**config.mk**
```make
export PLATFORM = sky130hd
export DESIGN_NAME = vlane_seq_top
export DESIGN_NICKNAME = d
export VERILOG_FILES = /design/src/hw/vlane_seq_pkg.sv /design/src/hw/vrf_addr_counter.sv /design/src/hw/lane_valid_tracker.sv /design/src/hw/lane_seq_fsm.sv /design/src/hw/vlane_seq_top.sv
export VERILOG_INCLUDE_DIRS = /design/src /design/src/include
export SDC_FILE = /design/constraint.sdc
export NUM_CORES = 1
export LEC_CHECK = 0
export BUFFER_PORTS_ARGS = -buffer_cell sky130_fd_sc_hd__buf_2
export CAP_MARGIN = 15
export CORE_ASPECT_RATIO = 1.75
export CORE_MARGIN = 1
export CORE_UTILIZATION = 57
export CTS_BUF_LIST = sky130_fd_sc_hd__clkbuf_4
export CTS_CLUSTER_SIZE = 20
export DETAILED_ROUTE_END_ITERATION = 10
export PLACE_DENSITY = 0.95
export RECOVER_POWER = 100
export SLEW_MARGIN = 15
export SYNTH_ARGS = -nofsm -noshare
export SYNTH_HDL_FRONTEND = slang
export SYNTH_SLANG_ARGS = --single-unit
export TNS_END_PERCENT = 100
```
**constraint.sdc**
```tcl
create_clock -name clk_i -period 7.5 [get_ports clk_i]
set_input_delay 1.125 -clock clk_i [delete_from_list [all_inputs] [get_ports clk_i]]
set_output_delay 1.125 -clock clk_i [all_outputs]
set_load 0.03 [all_outputs]
```
**src/include/vlane_seq_cfg.svh**
```systemverilog
// Sequencer configuration values
// Lane count, register file depth, vector length limit and field widths

`ifndef VLANE_SEQ_CFG_SVH
`define VLANE_SEQ_CFG_SVH

// Lanes in the vector unit
`define VLANE_NUM 8

// Words per lane in the vector register file
`define MEM_DEPTH 512

// Largest element count held by one lane
`define MAX_VL_PER_LANE 256

`define R_PORTS_NUM 8      // Read ports seen by the store and index muxes
`define ALU_OPMODE_W 6     // ALU opmode field

// Read address counters, vs1 vs2 vs3
`define RD_PORTS 3

`endif

```
**src/hw/vlane_seq_pkg.sv**
```systemverilog
// Shared types of the lane sequencer
// Vector widths, instruction and state enums, command and write structs

`include "vlane_seq_cfg.svh"

package vlane_seq_pkg;

    ////////////////////////////////////////
    // Plain vector widths
    typedef logic [$clog2(`MEM_DEPTH)-1:0]                     vrf_addr_t;
    typedef logic [$clog2(`VLANE_NUM * `MAX_VL_PER_LANE)-1:0]  vl_t;
    typedef logic [$clog2(`MAX_VL_PER_LANE):0]                 step_t;     // Counts up to the max
    typedef logic [`VLANE_NUM-1:0]                             lane_mask_t;
    typedef logic [3:0]                                        bwen_t;
    typedef logic [$clog2(`R_PORTS_NUM)-1:0]                   port_sel_t;

    ////////////////////////////////////////
    // Enums
    typedef enum logic [1:0] {
        EW_BYTE = 2'd1,
        EW_HALF = 2'd2,
        EW_WORD = 2'd3
    } elem_width_e;

    // Codes 1 and 6 belonged to reductions and slides
    typedef enum logic [2:0] {
        NORMAL        = 3'd0,
        STORE         = 3'd2,
        INDEXED_STORE = 3'd3,
        LOAD          = 3'd4,
        INDEXED_LOAD  = 3'd5
    } inst_type_e;

    typedef enum logic [1:0] {S_IDLE, S_EXEC, S_READ, S_LOAD} seq_state_e;

    ////////////////////////////////////////
    // Structs
    typedef struct packed {
        logic [`ALU_OPMODE_W-1:0] opmode;
        logic [31:0]              x_data;
        logic [4:0]               imm;
        logic [1:0]               op2_sel;
        port_sel_t                op3_sel;
        logic                     vector_mask;
        logic                     mul32_en;     // 32-bit multiply
    } alu_ctrl_t;

    typedef struct packed {
        inst_type_e                  inst_type;
        vl_t                         vl;
        step_t                       inst_delay;     // Read to write distance
        elem_width_e                 vsew;
        elem_width_e                 wdata_width;
        vrf_addr_t                   waddr;
        vrf_addr_t [`RD_PORTS-1:0]   raddr;          // vs1, vs2, vs3
        port_sel_t                   store_data_sel;
        port_sel_t                   index_sel;
        alu_ctrl_t                   alu;
    } seq_cmd_t;

    typedef struct packed {
        bwen_t [`VLANE_NUM-1:0] bwen;
        logic                   last;
    } load_beat_t;

    typedef struct packed {
        vrf_addr_t              addr;
        bwen_t [`VLANE_NUM-1:0] bwen;
    } vrf_wr_t;

endpackage

```
**src/hw/vrf_addr_counter.sv**
```systemverilog
// Register file address counter
// Steps element by element, advancing the word once the sub-word position wraps
// Byte enable decoded from the sub-word position

`timescale 1ns/10ps

module vrf_addr_counter (
    input  logic                        clk_i,
    input  logic                        rst_i,
    input  vlane_seq_pkg::vrf_addr_t    base_i,
    input  vlane_seq_pkg::elem_width_e  width_i,
    input  logic                        load_i,
    input  logic                        step_i,
    output vlane_seq_pkg::vrf_addr_t    addr_o,
    output vlane_seq_pkg::bwen_t        bwen_o
);

    vlane_seq_pkg::vrf_addr_t addr_q;
    logic [1:0]               pos_q;       // Element inside the current word
    logic [1:0]               last_pos;
    logic                     wrap;

    // Highest position per width
    always_comb begin
        case (width_i)
            vlane_seq_pkg::EW_BYTE: last_pos = 2'd3;
            vlane_seq_pkg::EW_HALF: last_pos = 2'd1;
            default:                last_pos = 2'd0;
        endcase
    end

    assign wrap = (pos_q >= last_pos);

    always_ff @(posedge clk_i) begin
        if (!rst_i) begin
            addr_q <= '0;
            pos_q  <= '0;
        end else if (load_i) begin
            addr_q <= base_i;
            pos_q  <= '0;
        end else if (step_i) begin
            if (wrap) begin
                addr_q <= addr_q + 1'b1;        // Next word
                pos_q  <= '0;
            end else begin
                pos_q  <= pos_q + 1'b1;
            end
        end
    end

    ////////////////////////////////////////
    // Byte enable decode
    always_comb begin
        case (width_i)
            vlane_seq_pkg::EW_BYTE: bwen_o = 4'b0001 << pos_q;
            vlane_seq_pkg::EW_HALF: bwen_o = pos_q[0] ? 4'b1100 : 4'b0011;
            default:                bwen_o = 4'b1111;
        endcase
    end

    assign addr_o = addr_q;

    // The sequencer reloads only between instructions, never mid-step
    assert property (@(posedge clk_i) disable iff (!rst_i) !(load_i && step_i))
        else $error("address counter loaded and stepped in one cycle");

endmodule

```
**src/hw/lane_valid_tracker.sv**
```systemverilog
// Per-lane read valid mask
// Remaining element count, eight elements off per read step

`timescale 1ns/10ps

`include "vlane_seq_cfg.svh"

module lane_valid_tracker (
    input  logic                        clk_i,
    input  logic                        rst_i,
    input  vlane_seq_pkg::vl_t          vl_i,
    input  logic                        load_i,
    input  logic                        shift_i,
    output vlane_seq_pkg::lane_mask_t   valid_o
);

    vlane_seq_pkg::vl_t rem_q;      // Elements not yet read

    always_ff @(posedge clk_i) begin
        if (!rst_i) begin
            rem_q <= '0;
        end else if (load_i) begin
            rem_q <= vl_i;
        end else if (shift_i) begin
            if (rem_q > `VLANE_NUM) begin
                rem_q <= rem_q - `VLANE_NUM;
            end else begin
                rem_q <= '0;            // Saturate on the tail row
            end
        end
    end

    ////////////////////////////////////////
    // Lane i valid while i is below the remaining count
    always_comb begin
        for (int i = 0; i < `VLANE_NUM; i++) begin
            valid_o[i] = shift_i && (rem_q > i);
        end
    end

endmodule

```
**src/hw/lane_seq_fsm.sv**
```systemverilog
// Instruction sequencer state machine
// Command register, read limit, step counter and mask address counter
// Read, write, store, index and load strobes

`timescale 1ns/10ps

`include "vlane_seq_cfg.svh"

module lane_seq_fsm (
    input  logic                        clk_i,
    input  logic                        rst_i,
    input  vlane_seq_pkg::seq_cmd_t     cmd_i,
    input  logic                        cmd_valid_i,
    output logic                        cmd_ready_o,
    input  logic                        load_valid_i,
    input  logic                        load_last_i,
    output logic                        load_ready_o,
    output logic                        rd_load_o,
    output logic                        rd_step_o,
    output logic                        wr_load_o,
    output logic                        wr_step_o,
    output logic                        wr_from_load_o,
    output logic                        valid_load_o,
    output logic                        valid_shift_o,
    output logic                        vrf_ren_o,
    output logic                        vrf_wen_o,
    output vlane_seq_pkg::step_t        vmrf_addr_o,
    output logic                        vmrf_wen_o,
    output logic                        store_data_valid_o,
    output logic                        index_valid_o,
    output vlane_seq_pkg::port_sel_t    store_data_sel_o,
    output vlane_seq_pkg::port_sel_t    index_sel_o,
    output vlane_seq_pkg::alu_ctrl_t    alu_ctrl_o,
    output vlane_seq_pkg::seq_cmd_t     inst_reg_o
);

    vlane_seq_pkg::seq_state_e state_q;
    vlane_seq_pkg::seq_state_e state_d;
    vlane_seq_pkg::seq_cmd_t   inst_q;
    vlane_seq_pkg::step_t      read_limit_q;
    vlane_seq_pkg::step_t      read_limit;
    vlane_seq_pkg::step_t      vmrf_q;
    logic [$bits(vlane_seq_pkg::step_t):0] step_q;      // One bit over, delay plus limit
    logic [$bits(vlane_seq_pkg::step_t):0] last_step;
    logic accept;
    logic step_done;
    logic rd_active;
    logic wr_active;
    logic load_xfer;
    logic is_store;
    logic is_index;

    ////////////////////////////////////////
    // Handshake and read limit
    assign cmd_ready_o = (state_q == vlane_seq_pkg::S_IDLE);
    assign accept      = cmd_valid_i && cmd_ready_o;

    // Rows of eight elements, rounded up
    assign read_limit = vlane_seq_pkg::step_t'((cmd_i.vl >> $clog2(`VLANE_NUM))
                      + (cmd_i.vl[$clog2(`VLANE_NUM)-1:0] != '0));

    // Payload held for the whole instruction
    always_ff @(posedge clk_i) begin
        if (accept) begin
            inst_q       <= cmd_i;
            read_limit_q <= read_limit;
        end
    end

    ////////////////////////////////////////
    // State machine
    assign last_step = (state_q == vlane_seq_pkg::S_EXEC) ?
                       read_limit_q + inst_q.inst_delay - 1'b1 : read_limit_q - 1'b1;
    assign step_done = (step_q == last_step);

    always_comb begin
        state_d = state_q;
        case (state_q)
            vlane_seq_pkg::S_IDLE: begin
                if (accept) begin
                    case (cmd_i.inst_type)
                        vlane_seq_pkg::NORMAL:        state_d = vlane_seq_pkg::S_EXEC;
                        vlane_seq_pkg::STORE,
                        vlane_seq_pkg::INDEXED_STORE,
                        vlane_seq_pkg::INDEXED_LOAD:  state_d = vlane_seq_pkg::S_READ;
                        vlane_seq_pkg::LOAD:          state_d = vlane_seq_pkg::S_LOAD;
                        default:                      state_d = vlane_seq_pkg::S_IDLE;
                    endcase
                end
            end
            vlane_seq_pkg::S_EXEC,
            vlane_seq_pkg::S_READ: begin
                if (step_done) state_d = vlane_seq_pkg::S_IDLE;
            end
            vlane_seq_pkg::S_LOAD: begin
                if (load_xfer && load_last_i) state_d = vlane_seq_pkg::S_IDLE;    // Last beat
            end
            default: state_d = vlane_seq_pkg::S_IDLE;
        endcase
    end

    always_ff @(posedge clk_i) begin
        if (!rst_i) begin
            state_q <= vlane_seq_pkg::S_IDLE;
            step_q  <= '0;
            vmrf_q  <= '0;
        end else begin
            state_q <= state_d;
            if (accept) begin
                step_q <= '0;
                vmrf_q <= '0;
            end else begin
                if (state_q == vlane_seq_pkg::S_EXEC || state_q == vlane_seq_pkg::S_READ) begin
                    step_q <= step_q + 1'b1;
                end
                if (vrf_wen_o) begin
                    vmrf_q <= vmrf_q + 1'b1;    // Mask address counts writes
                end
            end
        end
    end

    ////////////////////////////////////////
    // Strobes
    assign rd_active = (state_q == vlane_seq_pkg::S_EXEC || state_q == vlane_seq_pkg::S_READ)
                    && (step_q < read_limit_q);
    assign wr_active = (state_q == vlane_seq_pkg::S_EXEC) && (step_q >= inst_q.inst_delay);
    assign load_xfer = (state_q == vlane_seq_pkg::S_LOAD) && load_valid_i;

    assign is_store = (inst_q.inst_type == vlane_seq_pkg::STORE)
                   || (inst_q.inst_type == vlane_seq_pkg::INDEXED_STORE);
    assign is_index = (inst_q.inst_type == vlane_seq_pkg::INDEXED_STORE)
                   || (inst_q.inst_type == vlane_seq_pkg::INDEXED_LOAD);

    assign rd_load_o      = accept;     // Counters take their bases on accept
    assign wr_load_o      = accept;
    assign valid_load_o   = accept;
    assign rd_step_o      = rd_active;
    assign valid_shift_o  = rd_active;
    assign vrf_ren_o      = rd_active;
    assign vrf_wen_o      = wr_active || load_xfer;
    assign wr_step_o      = vrf_wen_o;
    assign wr_from_load_o = (state_q == vlane_seq_pkg::S_LOAD);
    assign load_ready_o   = (state_q == vlane_seq_pkg::S_LOAD);

    assign vmrf_addr_o = vmrf_q;
    assign vmrf_wen_o  = vrf_wen_o && inst_q.alu.vector_mask;

    assign store_data_valid_o = rd_active && is_store;
    assign index_valid_o      = rd_active && is_index;
    assign store_data_sel_o   = inst_q.store_data_sel;
    assign index_sel_o        = inst_q.index_sel;
    assign alu_ctrl_o         = inst_q.alu;
    assign inst_reg_o         = inst_q;

    ////////////////////////////////////////
    // Checks
    assert property (@(posedge clk_i) disable iff (!rst_i)
        accept |-> cmd_i.inst_type inside {vlane_seq_pkg::NORMAL, vlane_seq_pkg::STORE,
                                           vlane_seq_pkg::INDEXED_STORE, vlane_seq_pkg::LOAD,
                                           vlane_seq_pkg::INDEXED_LOAD})
        else $error("unsupported instruction type accepted");

    // A normal instruction writes once per read row
    assert property (@(posedge clk_i) disable iff (!rst_i)
        (state_q == vlane_seq_pkg::S_EXEC && step_done) |=> (vmrf_q == read_limit_q))
        else $error("write count differs from the read limit");

endmodule

```
**src/hw/vlane_seq_top.sv**
```systemverilog
// Vector lane sequencer top level
// State machine, one write and three read address counters, lane valid tracker

`timescale 1ns/10ps

`include "vlane_seq_cfg.svh"

module vlane_seq_top (
    input  logic                                    clk_i,
    input  logic                                    rst_i,
    input  vlane_seq_pkg::seq_cmd_t                 cmd_i,
    input  logic                                    cmd_valid_i,
    output logic                                    cmd_ready_o,
    input  vlane_seq_pkg::load_beat_t               load_i,
    input  logic                                    load_valid_i,
    output logic                                    load_ready_o,
    output logic                                    vrf_ren_o,
    output vlane_seq_pkg::vrf_addr_t [`RD_PORTS-1:0] vrf_raddr_o,
    output vlane_seq_pkg::vrf_wr_t                  vrf_wr_o,
    output logic                                    vrf_wen_o,
    output vlane_seq_pkg::lane_mask_t               read_data_valid_o,
    output vlane_seq_pkg::step_t                    vmrf_addr_o,
    output logic                                    vmrf_wen_o,
    output logic                                    store_data_valid_o,
    output logic                                    index_valid_o,
    output vlane_seq_pkg::port_sel_t                store_data_sel_o,
    output vlane_seq_pkg::port_sel_t                index_sel_o,
    output vlane_seq_pkg::alu_ctrl_t                alu_ctrl_o
);

    vlane_seq_pkg::seq_cmd_t     inst;
    vlane_seq_pkg::elem_width_e  wr_width;
    vlane_seq_pkg::bwen_t        wr_bwen;
    logic rd_load;
    logic rd_step;
    logic wr_load;
    logic wr_step;
    logic wr_from_load;
    logic valid_load;
    logic valid_shift;

    lane_seq_fsm u_fsm (
        .clk_i              (clk_i),
        .rst_i              (rst_i),
        .cmd_i              (cmd_i),
        .cmd_valid_i        (cmd_valid_i),
        .cmd_ready_o        (cmd_ready_o),
        .load_valid_i       (load_valid_i),
        .load_last_i        (load_i.last),
        .load_ready_o       (load_ready_o),
        .rd_load_o          (rd_load),
        .rd_step_o          (rd_step),
        .wr_load_o          (wr_load),
        .wr_step_o          (wr_step),
        .wr_from_load_o     (wr_from_load),
        .valid_load_o       (valid_load),
        .valid_shift_o      (valid_shift),
        .vrf_ren_o          (vrf_ren_o),
        .vrf_wen_o          (vrf_wen_o),
        .vmrf_addr_o        (vmrf_addr_o),
        .vmrf_wen_o         (vmrf_wen_o),
        .store_data_valid_o (store_data_valid_o),
        .index_valid_o      (index_valid_o),
        .store_data_sel_o   (store_data_sel_o),
        .index_sel_o        (index_sel_o),
        .alu_ctrl_o         (alu_ctrl_o),
        .inst_reg_o         (inst)
    );

    ////////////////////////////////////////
    // Write path, loads advance one word per beat
    assign wr_width = wr_from_load ? vlane_seq_pkg::EW_WORD : inst.wdata_width;

    vrf_addr_counter u_wr_cnt (
        .clk_i   (clk_i),
        .rst_i   (rst_i),
        .base_i  (cmd_i.waddr),         // Sampled on accept
        .width_i (wr_width),
        .load_i  (wr_load),
        .step_i  (wr_step),
        .addr_o  (vrf_wr_o.addr),
        .bwen_o  (wr_bwen)
    );

    // Same enable on all lanes unless a load beat supplies its own
    always_comb begin
        for (int i = 0; i < `VLANE_NUM; i++) begin
            vrf_wr_o.bwen[i] = wr_from_load ? load_i.bwen[i] : wr_bwen;
        end
    end

    ////////////////////////////////////////
    // Read ports
    for (genvar p = 0; p < `RD_PORTS; p++) begin : g_rd
        vrf_addr_counter u_rd_cnt (
            .clk_i   (clk_i),
            .rst_i   (rst_i),
            .base_i  (cmd_i.raddr[p]),
            .width_i (inst.vsew),
            .load_i  (rd_load),
            .step_i  (rd_step),
            .addr_o  (vrf_raddr_o[p]),
            .bwen_o  ()
        );
    end

    lane_valid_tracker u_valid (
        .clk_i   (clk_i),
        .rst_i   (rst_i),
        .vl_i    (cmd_i.vl),
        .load_i  (valid_load),
        .shift_i (valid_shift),
        .valid_o (read_data_valid_o)
    );

endmodule

```
# Word level (Yosys, flattened, before mapping)
# Cells that the tools add are included.
word_totals:
  register_bits: 157
  latchBits: 0
  ramBits: 0
  rom_bits: 0
  in_bits: 156
  output_inout_bits: 148
  word_cells: 151
  mem_count: 0
op_classes:
  n_addsub: 15
  n_mul: 0
  n_div: 0
  order_cmp: 15
  eq_ne: 18
  shifts: 1
  mux: 38
  bitwise_logic: 1
  reduce_logical: 37
ops:
  columns: ["cell", "count"]
  rows:
  - ["two-way mux 9 bit", 12]
  - ["adder 9 x 1 -> 9 bit, second input constant", 5]
  - ["> comparator 11 x 3 -> 1 bit, second input constant", 4]
  - ["two-way mux 4 bit", 9]
  - ["two-way mux 11 bit", 3]
  - ["> comparator 11 x 1 -> 1 bit, second input constant", 2]
  - ["> comparator 11 x 2 -> 1 bit, second input constant", 2]
  - ["logical AND 1 bit", 16]
  - ["two-way mux 2 bit", 8]
  - ["== test 3 x 2 -> 1 bit, second input constant", 4]
  - ["one-hot mux 2 bit (3 select lines)", 2]
  - ["nonzero test 2 bit", 6]
  - ["> comparator 11 x 4 -> 1 bit, second input constant", 1]
  - ["subtractor 11 x 4 -> 11 bit, second input constant", 1]
  - ["adder 10 x 1 -> 10 bit, second input constant", 1]
  - ["adder 9 x 9 -> 10 bit", 1]
  - ["== test 10 bit", 1]
  - ["greater-or-equal comparator 10 x 9 -> 1 bit", 1]
  - ["less-than comparator 10 x 9 -> 1 bit", 1]
  - ["two-way mux 10 bit", 1]
  - ["subtractor 10 x 1 -> 10 bit, second input constant", 1]
  - ["subtractor 9 x 1 -> 10 bit, second input constant", 1]
  - ["adder 8 x 1 -> 9 bit", 1]
  - ["== test 3 bit, second input constant", 3]
  - ["17 further kinds", 38]

# Depth between registers and ports, before layout
depth:
  depth_word: 8
  ltp_mapped: 15
  mapped_depth_nobuf: 15

# Hierarchy
# Synthesis repeated with hierarchy kept, for this count alone.
hier_totals:
  hier_cells: 1044
  area_unflattened_um2: 11184.5
by_module_without_submodules:
  columns: ["mod", "instances", "cells_each", "area_per_inst_um2", "seq_area_each_um2"]
  rows:
  - ["lane_seq_fsm", 1, 524, 6870.3, 4264.1]
  - ["vrf_addr_counter", 4, 93, 733.2, 220.2]
  - ["lane_valid_tracker", 1, 110, 832.0, 220.2]
  - ["vlane_seq_top", 1, 38, 549.3, 0.0]

# Worst setup path after synthesis
# OpenSTA, ideal clock, no wires.
synth_timing:
  path_type: "in2reg"
  from: "input cmd_valid_i"
  to: "register u_valid.rem_q[10]"
  setup_ns: 0.073
  arrival_time_ns: 4.272
  required_time_ns: 7.427
  setup_slack_ns: 3.155
  path_stages: 5
  n_path_buf: 1
  cell_sequence: "nand2_1 > inv_1 > clkbuf_1 > a22oi_1 > a21oi_1"
synth_between:
  elab_chain_len: 2
  elab_cells_between_ends: 3
  cone_classes: "mux (1); reduce/logical (2)"
synth_rtl:
  columns: ["item", "line_no", "source"]
  rows:
  - ["from (decl)", "vlane_seq_top.sv:12", "input logic cmd_valid_i,"]
  - ["logical AND 1 bit *", "lane_seq_fsm.sv:56", "assign accept = cmd_valid_i && cmd_ready_o;"]
  - ["via g_rd[0].u_rd_cnt.load_i", "vrf_addr_counter.sv:12", "input logic load_i,"]
  - ["two-way mux 11 bit or nonzero test 2 bit (tied branches)", null, null]
  - ["to (signal assigned)", "lane_valid_tracker.sv:23", "rem_q <= vl_i;"]
  - ["to (signal assigned)", "lane_valid_tracker.sv:26", "rem_q <= rem_q - `VLANE_NUM;"]
  - ["to (decl)", "lane_valid_tracker.sv:17", "vlane_seq_pkg::vl_t rem_q;"]
# Mark *: on every way through the listed nets, which the timed path passes. The rest lies on a longest branch.
# A chain may end at the register's enable or synchronous reset.

# Worst setup path in the final report
layout_timing:
  from: "register u_fsm.state_q[0]"
  to: "output vmrf_wen_o"
layout_between:
  elab_chain_len: 4
  elab_cells_between_ends: 6
  cone_classes: "eq/ne (2); reduce/logical (4)"
layout_rtl:
  columns: ["item", "line_no", "source"]
  rows:
  - ["from (decl)", "lane_seq_fsm.sv:37", "vlane_seq_pkg::seq_state_e state_q;"]
  - ["from (signal assigned)", "lane_seq_fsm.sv:104", "state_q <= vlane_seq_pkg::S_IDLE;"]
  - ["from (signal assigned)", "lane_seq_fsm.sv:108", "state_q <= state_d;"]
  - ["== test 2 x 1 -> 1 bit or == test 2 bit (tied branches)", "lane_seq_fsm.sv:127, lane_seq_fsm.sv:128", null]
  - ["logical AND 1 bit, on equally long branches", "lane_seq_fsm.sv:127, lane_seq_fsm.sv:128", null]
  - ["logical OR 1 bit *", "lane_seq_fsm.sv:141", "assign vrf_wen_o = wr_active || load_xfer;"]
  - ["logical AND 1 bit *", "lane_seq_fsm.sv:147", "assign vmrf_wen_o = vrf_wen_o && inst_q.alu.vector_mask;"]
  - ["to (decl)", "vlane_seq_top.sv:23", "output logic vmrf_wen_o,"]
# Every way passes the cells marked *; elsewhere a longest branch is shown, timed or not.

==> results.txt <==
The worst pin sits at a relative slew slack of -96.18%. The endpoint of the lowest-slack register-to-register path is u_valid.rem_q[1]. For this block, the initial DRC count from the detailed router was about 480. The share of Yosys cell area claimed by the top area cell type came out at 27.13%. The via count is between 7,000 and 8,000. The worst endpoint data arrival time is 4800 ps. The setup slack of the most critical reg-to-reg path is between 2000 and 2500 ps. The total of hold buffers inserted after clock tree synthesis came out at 0. The final layout contains routed wiring with a total length of ~24,000 um. The tree built by TritonCTS fans out to 157 sinks.

The leakage power figure is around 4.3 nW. The worst-case clock skew came out at ~36 ps. Tracing the worst setup path back leads to its startpoint at u_fsm.state_q[0].

The first-pass iteration count of the detailed router came out at 5. The height of the chip came out at between 150 and 200 um. The worst hold slack is between 400 and 500 ps.

The setup path with the least slack is of type reg -> out. The startpoint of the worst-slack reg-to-reg timing path is u_fsm.state_q[0]. The worst register-to-register path has a depth of 9. The fraction of final layout cells sized beyond drive strength 1 is 16.74%. The endpoint required time on the critical path came out at 6380 ps. The number of CTS-inserted buffers is 17. The biggest area contributor in the post-synthesis netlist is sky130_fd_sc_hd__edfxtp_1.

The worst hold path begins at g_rd[2].u_rd_cnt.pos_q[0]. In this run, synthesis inferred between 80 and 90 flip-flops with an integrated enable. The net switching fraction of the power came out at between 40% and 50%. Buffers placed on the I/O ports in this run total 303. The clock transition time at the flip-flop clock pins of the worst setup and hold paths is 150 ps.

The biggest fanout along the worst timing path came out at 42. In the final timing run, aggregate negative setup slack is 0 ps. The cell count after synthesis came out at 931.

The final routed DRC violation total is 0. The final worst-path setup slack is around 1600 ps. The share of total power in the clock network is 20.1%.

The power per cell area is 253.8 mW/mm^2. The total count of hold-check failures in the final report is 0. The floorplan step defined a die boundary enclosing about 0.016 mm^2. Global routing consumed, over all layers together, 28.55% of the routing resources.

The placeable core region came out at around 0.015 mm^2. The analysis attributes to net switching a power of approximately 1.1 mW. The number of global-route vias before repair is between 7,000 and 8,000. The top-level port count came out at just over 300. The remaining global-route overflow came out at 0. The H-tree was split into 4 levels. The pin count of the biggest net entering global routing came out at 77. Summing internal, switching and leakage power gives about 2.6 mW.

The initial antenna violation count came out at 1. The mean instance size in the synthesized netlist came out at roughly 9.6 um^2. The flow ran to the end, but the final reports show violations.

The effective utilization at floorplan is roughly three fifths. Per report_power, the sequential group accounts for between 40% and 50% of the total. The min-delay analysis places its worst path in the category reg -> reg. The number of maximum-capacitance constraint violations came out at 2.

Once detail routing completed, the nets flagged for antenna violations numbered 0. The maximum VDD drop came out at approximately 0.20 mV. The cell area after placement came out at roughly 0.010 mm^2. Measured along the x axis, the die boundary spans approximately 97 um.

For the finished layout, the period the worst path requires is approximately 5900 ps. The congestion estimate from routability-driven global placement came to roughly 0.90. Synthesis produced a netlist with a net count of ~1,200. Before CTS, the worst setup slack after placement is just under 3000 ps.

The design area is 0.01026 mm^2. Setup repair after global routing left no endpoint under its margin. The TritonCTS clock tree is done. The mean number of vias per cell came out at 5.839. By instance count, the leading cell after synthesis is sky130_fd_sc_hd__edfxtp_1.

The layout overhead on the synthesized area came out at 14.39%. The total area of multi-input combinational cells is around 0.0042 mm^2. The worst hold path stage count is 2. The netlist uses 64 different library cells. The share of the clock period used by the worst path after layout is 78.97%.

Per report_power, the combinational group accounts for between 30% and 40% of the total. The count of synthesis-stage warnings from yosys is 0. STA classifies the critical path startpoint as a flop. The root buffer cell chosen for the clock tree is sky130_fd_sc_hd__clkbuf_4. The synthesized flop and latch total came out at 157. Gates resized during post-CTS repair numbered 0.

Yosys attributes the largest share of cell area to sky130_fd_sc_hd__edfxtp_1 27%, sky130_fd_sc_hd__dfxtp_1 17%, sky130_fd_sc_hd__ha_1 8.8%. The worst setup path is captured at an output port. After detailed routing, the average wire length per cell comes to between 15 and 20 um. The number of post-CTS setup repair buffers is 0. The sink of the worst hold path is g_rd[2].u_rd_cnt.pos_q[0]. Among all flip-flop cells after synthesis, the most frequent one is sky130_fd_sc_hd__edfxtp_1. The synthesized netlist occupies a cell area of 0.008966 mm^2. The post-synthesis async set-or-reset flop share came out at 0%. The fraction of the yosys area taken by sequential cells came out at 44.10%. The register area came out at approximately 0.004 mm^2. The placement row count came out at 60. By count the netlist is led by 81 x sky130_fd_sc_hd__edfxtp_1, 76 x sky130_fd_sc_hd__dfxtp_1, 72 x sky130_fd_sc_hd__nor2_1. The achievable clock frequency is roughly 0.17 GHz. The final layout contains between 1,000 and 1,500 nets. Setup violations remaining at the end of the flow were counted as 0. The wire length of the first global-routing pass came out at between 30,000 and 40,000 um. For the worst-skew pair, the clock arrives at the later sink with an insertion delay of approximately 570 ps. The final reports fail on max-capacitance violations, max-slew violations. The layout has around 1,200 filler cells.

The max-slew violation count is between 100 and 150. Internal power comes to 1.489 mW. The maximum buffer depth of the clock tree came out at 2. The half-perimeter wire length after placement is ~18,000 um. The transition time at the pin with the least slew margin is 2943 ps.
==> through the flow <==
step                utilization (%)  std cells
global route                  66.64       1364
finish                        66.64       1364
detailed placement            66.22       1331
global placement              66.22       1331
floorplan                         -        931
CTS                           68.03       1363
==> area by class of cell <==
class,count,area share (%)
multi-input cells,618,41.00
flip-flops and latches,157,38.55
repair buffers,307,13.10
inverters,63,2.330
well taps,186,2.269
clock inverters,15,1.476
clock buffers,17,1.244
diodes,1,0.02440
==> registers in the layout, summed over array words and instances, names as in the netlist, 9 cells and up <==
signal / cells
u_fsm.step_q: 10
u_wr_cnt.addr_o: 9
u_fsm.inst_reg_o: 16
u_fsm.alu_ctrl_o: 50
u_fsm.read_limit_q: 9
g_rd.u_rd_cnt.addr_o: 27
u_valid.rem_q: 11
u_fsm.vmrf_addr_o: 9
==> power by group through the flow <==
stage	registers, mW	clock network [mW]	logic [mW]
4_1_cts	1.08	0.531	1.02
3_5_place_dp	1.10	0	1.01
5_1_grt	1.10	0.569	1.08
3_3_place_gp	1.10	0	0.981
6_report	1.09	0.523	0.993
2_1_floorplan	1.14	0	0.720
==> worst max-delay path by stage <==
stage,end
after global placement,vmrf_wen_o
after detailed placement,vmrf_wen_o
after CTS,vmrf_wen_o
after floorplan,u_valid.rem_q[10]
final,vmrf_wen_o
after global routing,vmrf_wen_o
==> layout by cell type (no fill, tap or decap), types with 5 or more instances in the layout <==
cell                       synthesis  layout
sky130_fd_sc_hd__nor4_1           13      14
sky130_fd_sc_hd__a21oi_1          59      59
sky130_fd_sc_hd__o21ai_0          47      49
sky130_fd_sc_hd__nand3_1          29      29
sky130_fd_sc_hd__and3_1           13      13
sky130_fd_sc_hd__nand2_1          50      49
sky130_fd_sc_hd__mux2i_1          10      10
sky130_fd_sc_hd__xor2_1           21      21
sky130_fd_sc_hd__nor4b_1           7       7
sky130_fd_sc_hd__nand4_1          11      11
sky130_fd_sc_hd__clkbuf_4          0      17
sky130_fd_sc_hd__or3_1            11      11
sky130_fd_sc_hd__nor2_1           72      72
sky130_fd_sc_hd__and4_1            5       5
sky130_fd_sc_hd__a31oi_1          10      10
sky130_fd_sc_hd__buf_2             0     150
sky130_fd_sc_hd__a22oi_1           5       5
sky130_fd_sc_hd__nand2b_1          9       9
sky130_fd_sc_hd__ha_1             63      63
sky130_fd_sc_hd__a21o_1           40      40
sky130_fd_sc_hd__dfxtp_1          76      76
sky130_fd_sc_hd__edfxtp_1         81      81
sky130_fd_sc_hd__a211oi_1         16      16
sky130_fd_sc_hd__clkbuf_1         34     156
sky130_fd_sc_hd__nor3_1           27      27
sky130_fd_sc_hd__inv_1            60      60
sky130_fd_sc_hd__xnor2_1          43      43
==> kinds of logic after synthesis <==
family | after synthesis | synth area share (%)
flip-flops | 157 | 44.10
buffers and inverters | 156 | 8.875
XOR/XNOR | 64 | 6.252
AO/OA/AOI/OAI | 209 | 14.90
adder cells (fa/ha/maj) | 64 | 9.015
multiplexers | 12 | 1.409
AND/OR/NAND/NOR | 269 | 15.45
==> worst max-delay path, stage by stage (launching register included) <==
cell                       delay, ps
sky130_fd_sc_hd__dfxtp_1         370
sky130_fd_sc_hd__ha_1            200
sky130_fd_sc_hd__clkbuf_1        720
sky130_fd_sc_hd__a2111o_1        660
sky130_fd_sc_hd__or3_1           310
sky130_fd_sc_hd__o21ai_0        1060
sky130_fd_sc_hd__or2_0           390
sky130_fd_sc_hd__inv_2           160
sky130_fd_sc_hd__and2_1          190
sky130_fd_sc_hd__buf_2           170
==> per-layer routing <==
metal	share of wire [%]	vias up	GRT usage [%]
met5	0	-	0
met4	4.7	0	17.07
met3	7.6	82	6.144
met2	52	423	51.47
met1	36	3699	30.20
li1	-	3761	-
(Power assumes the default switching activity.)
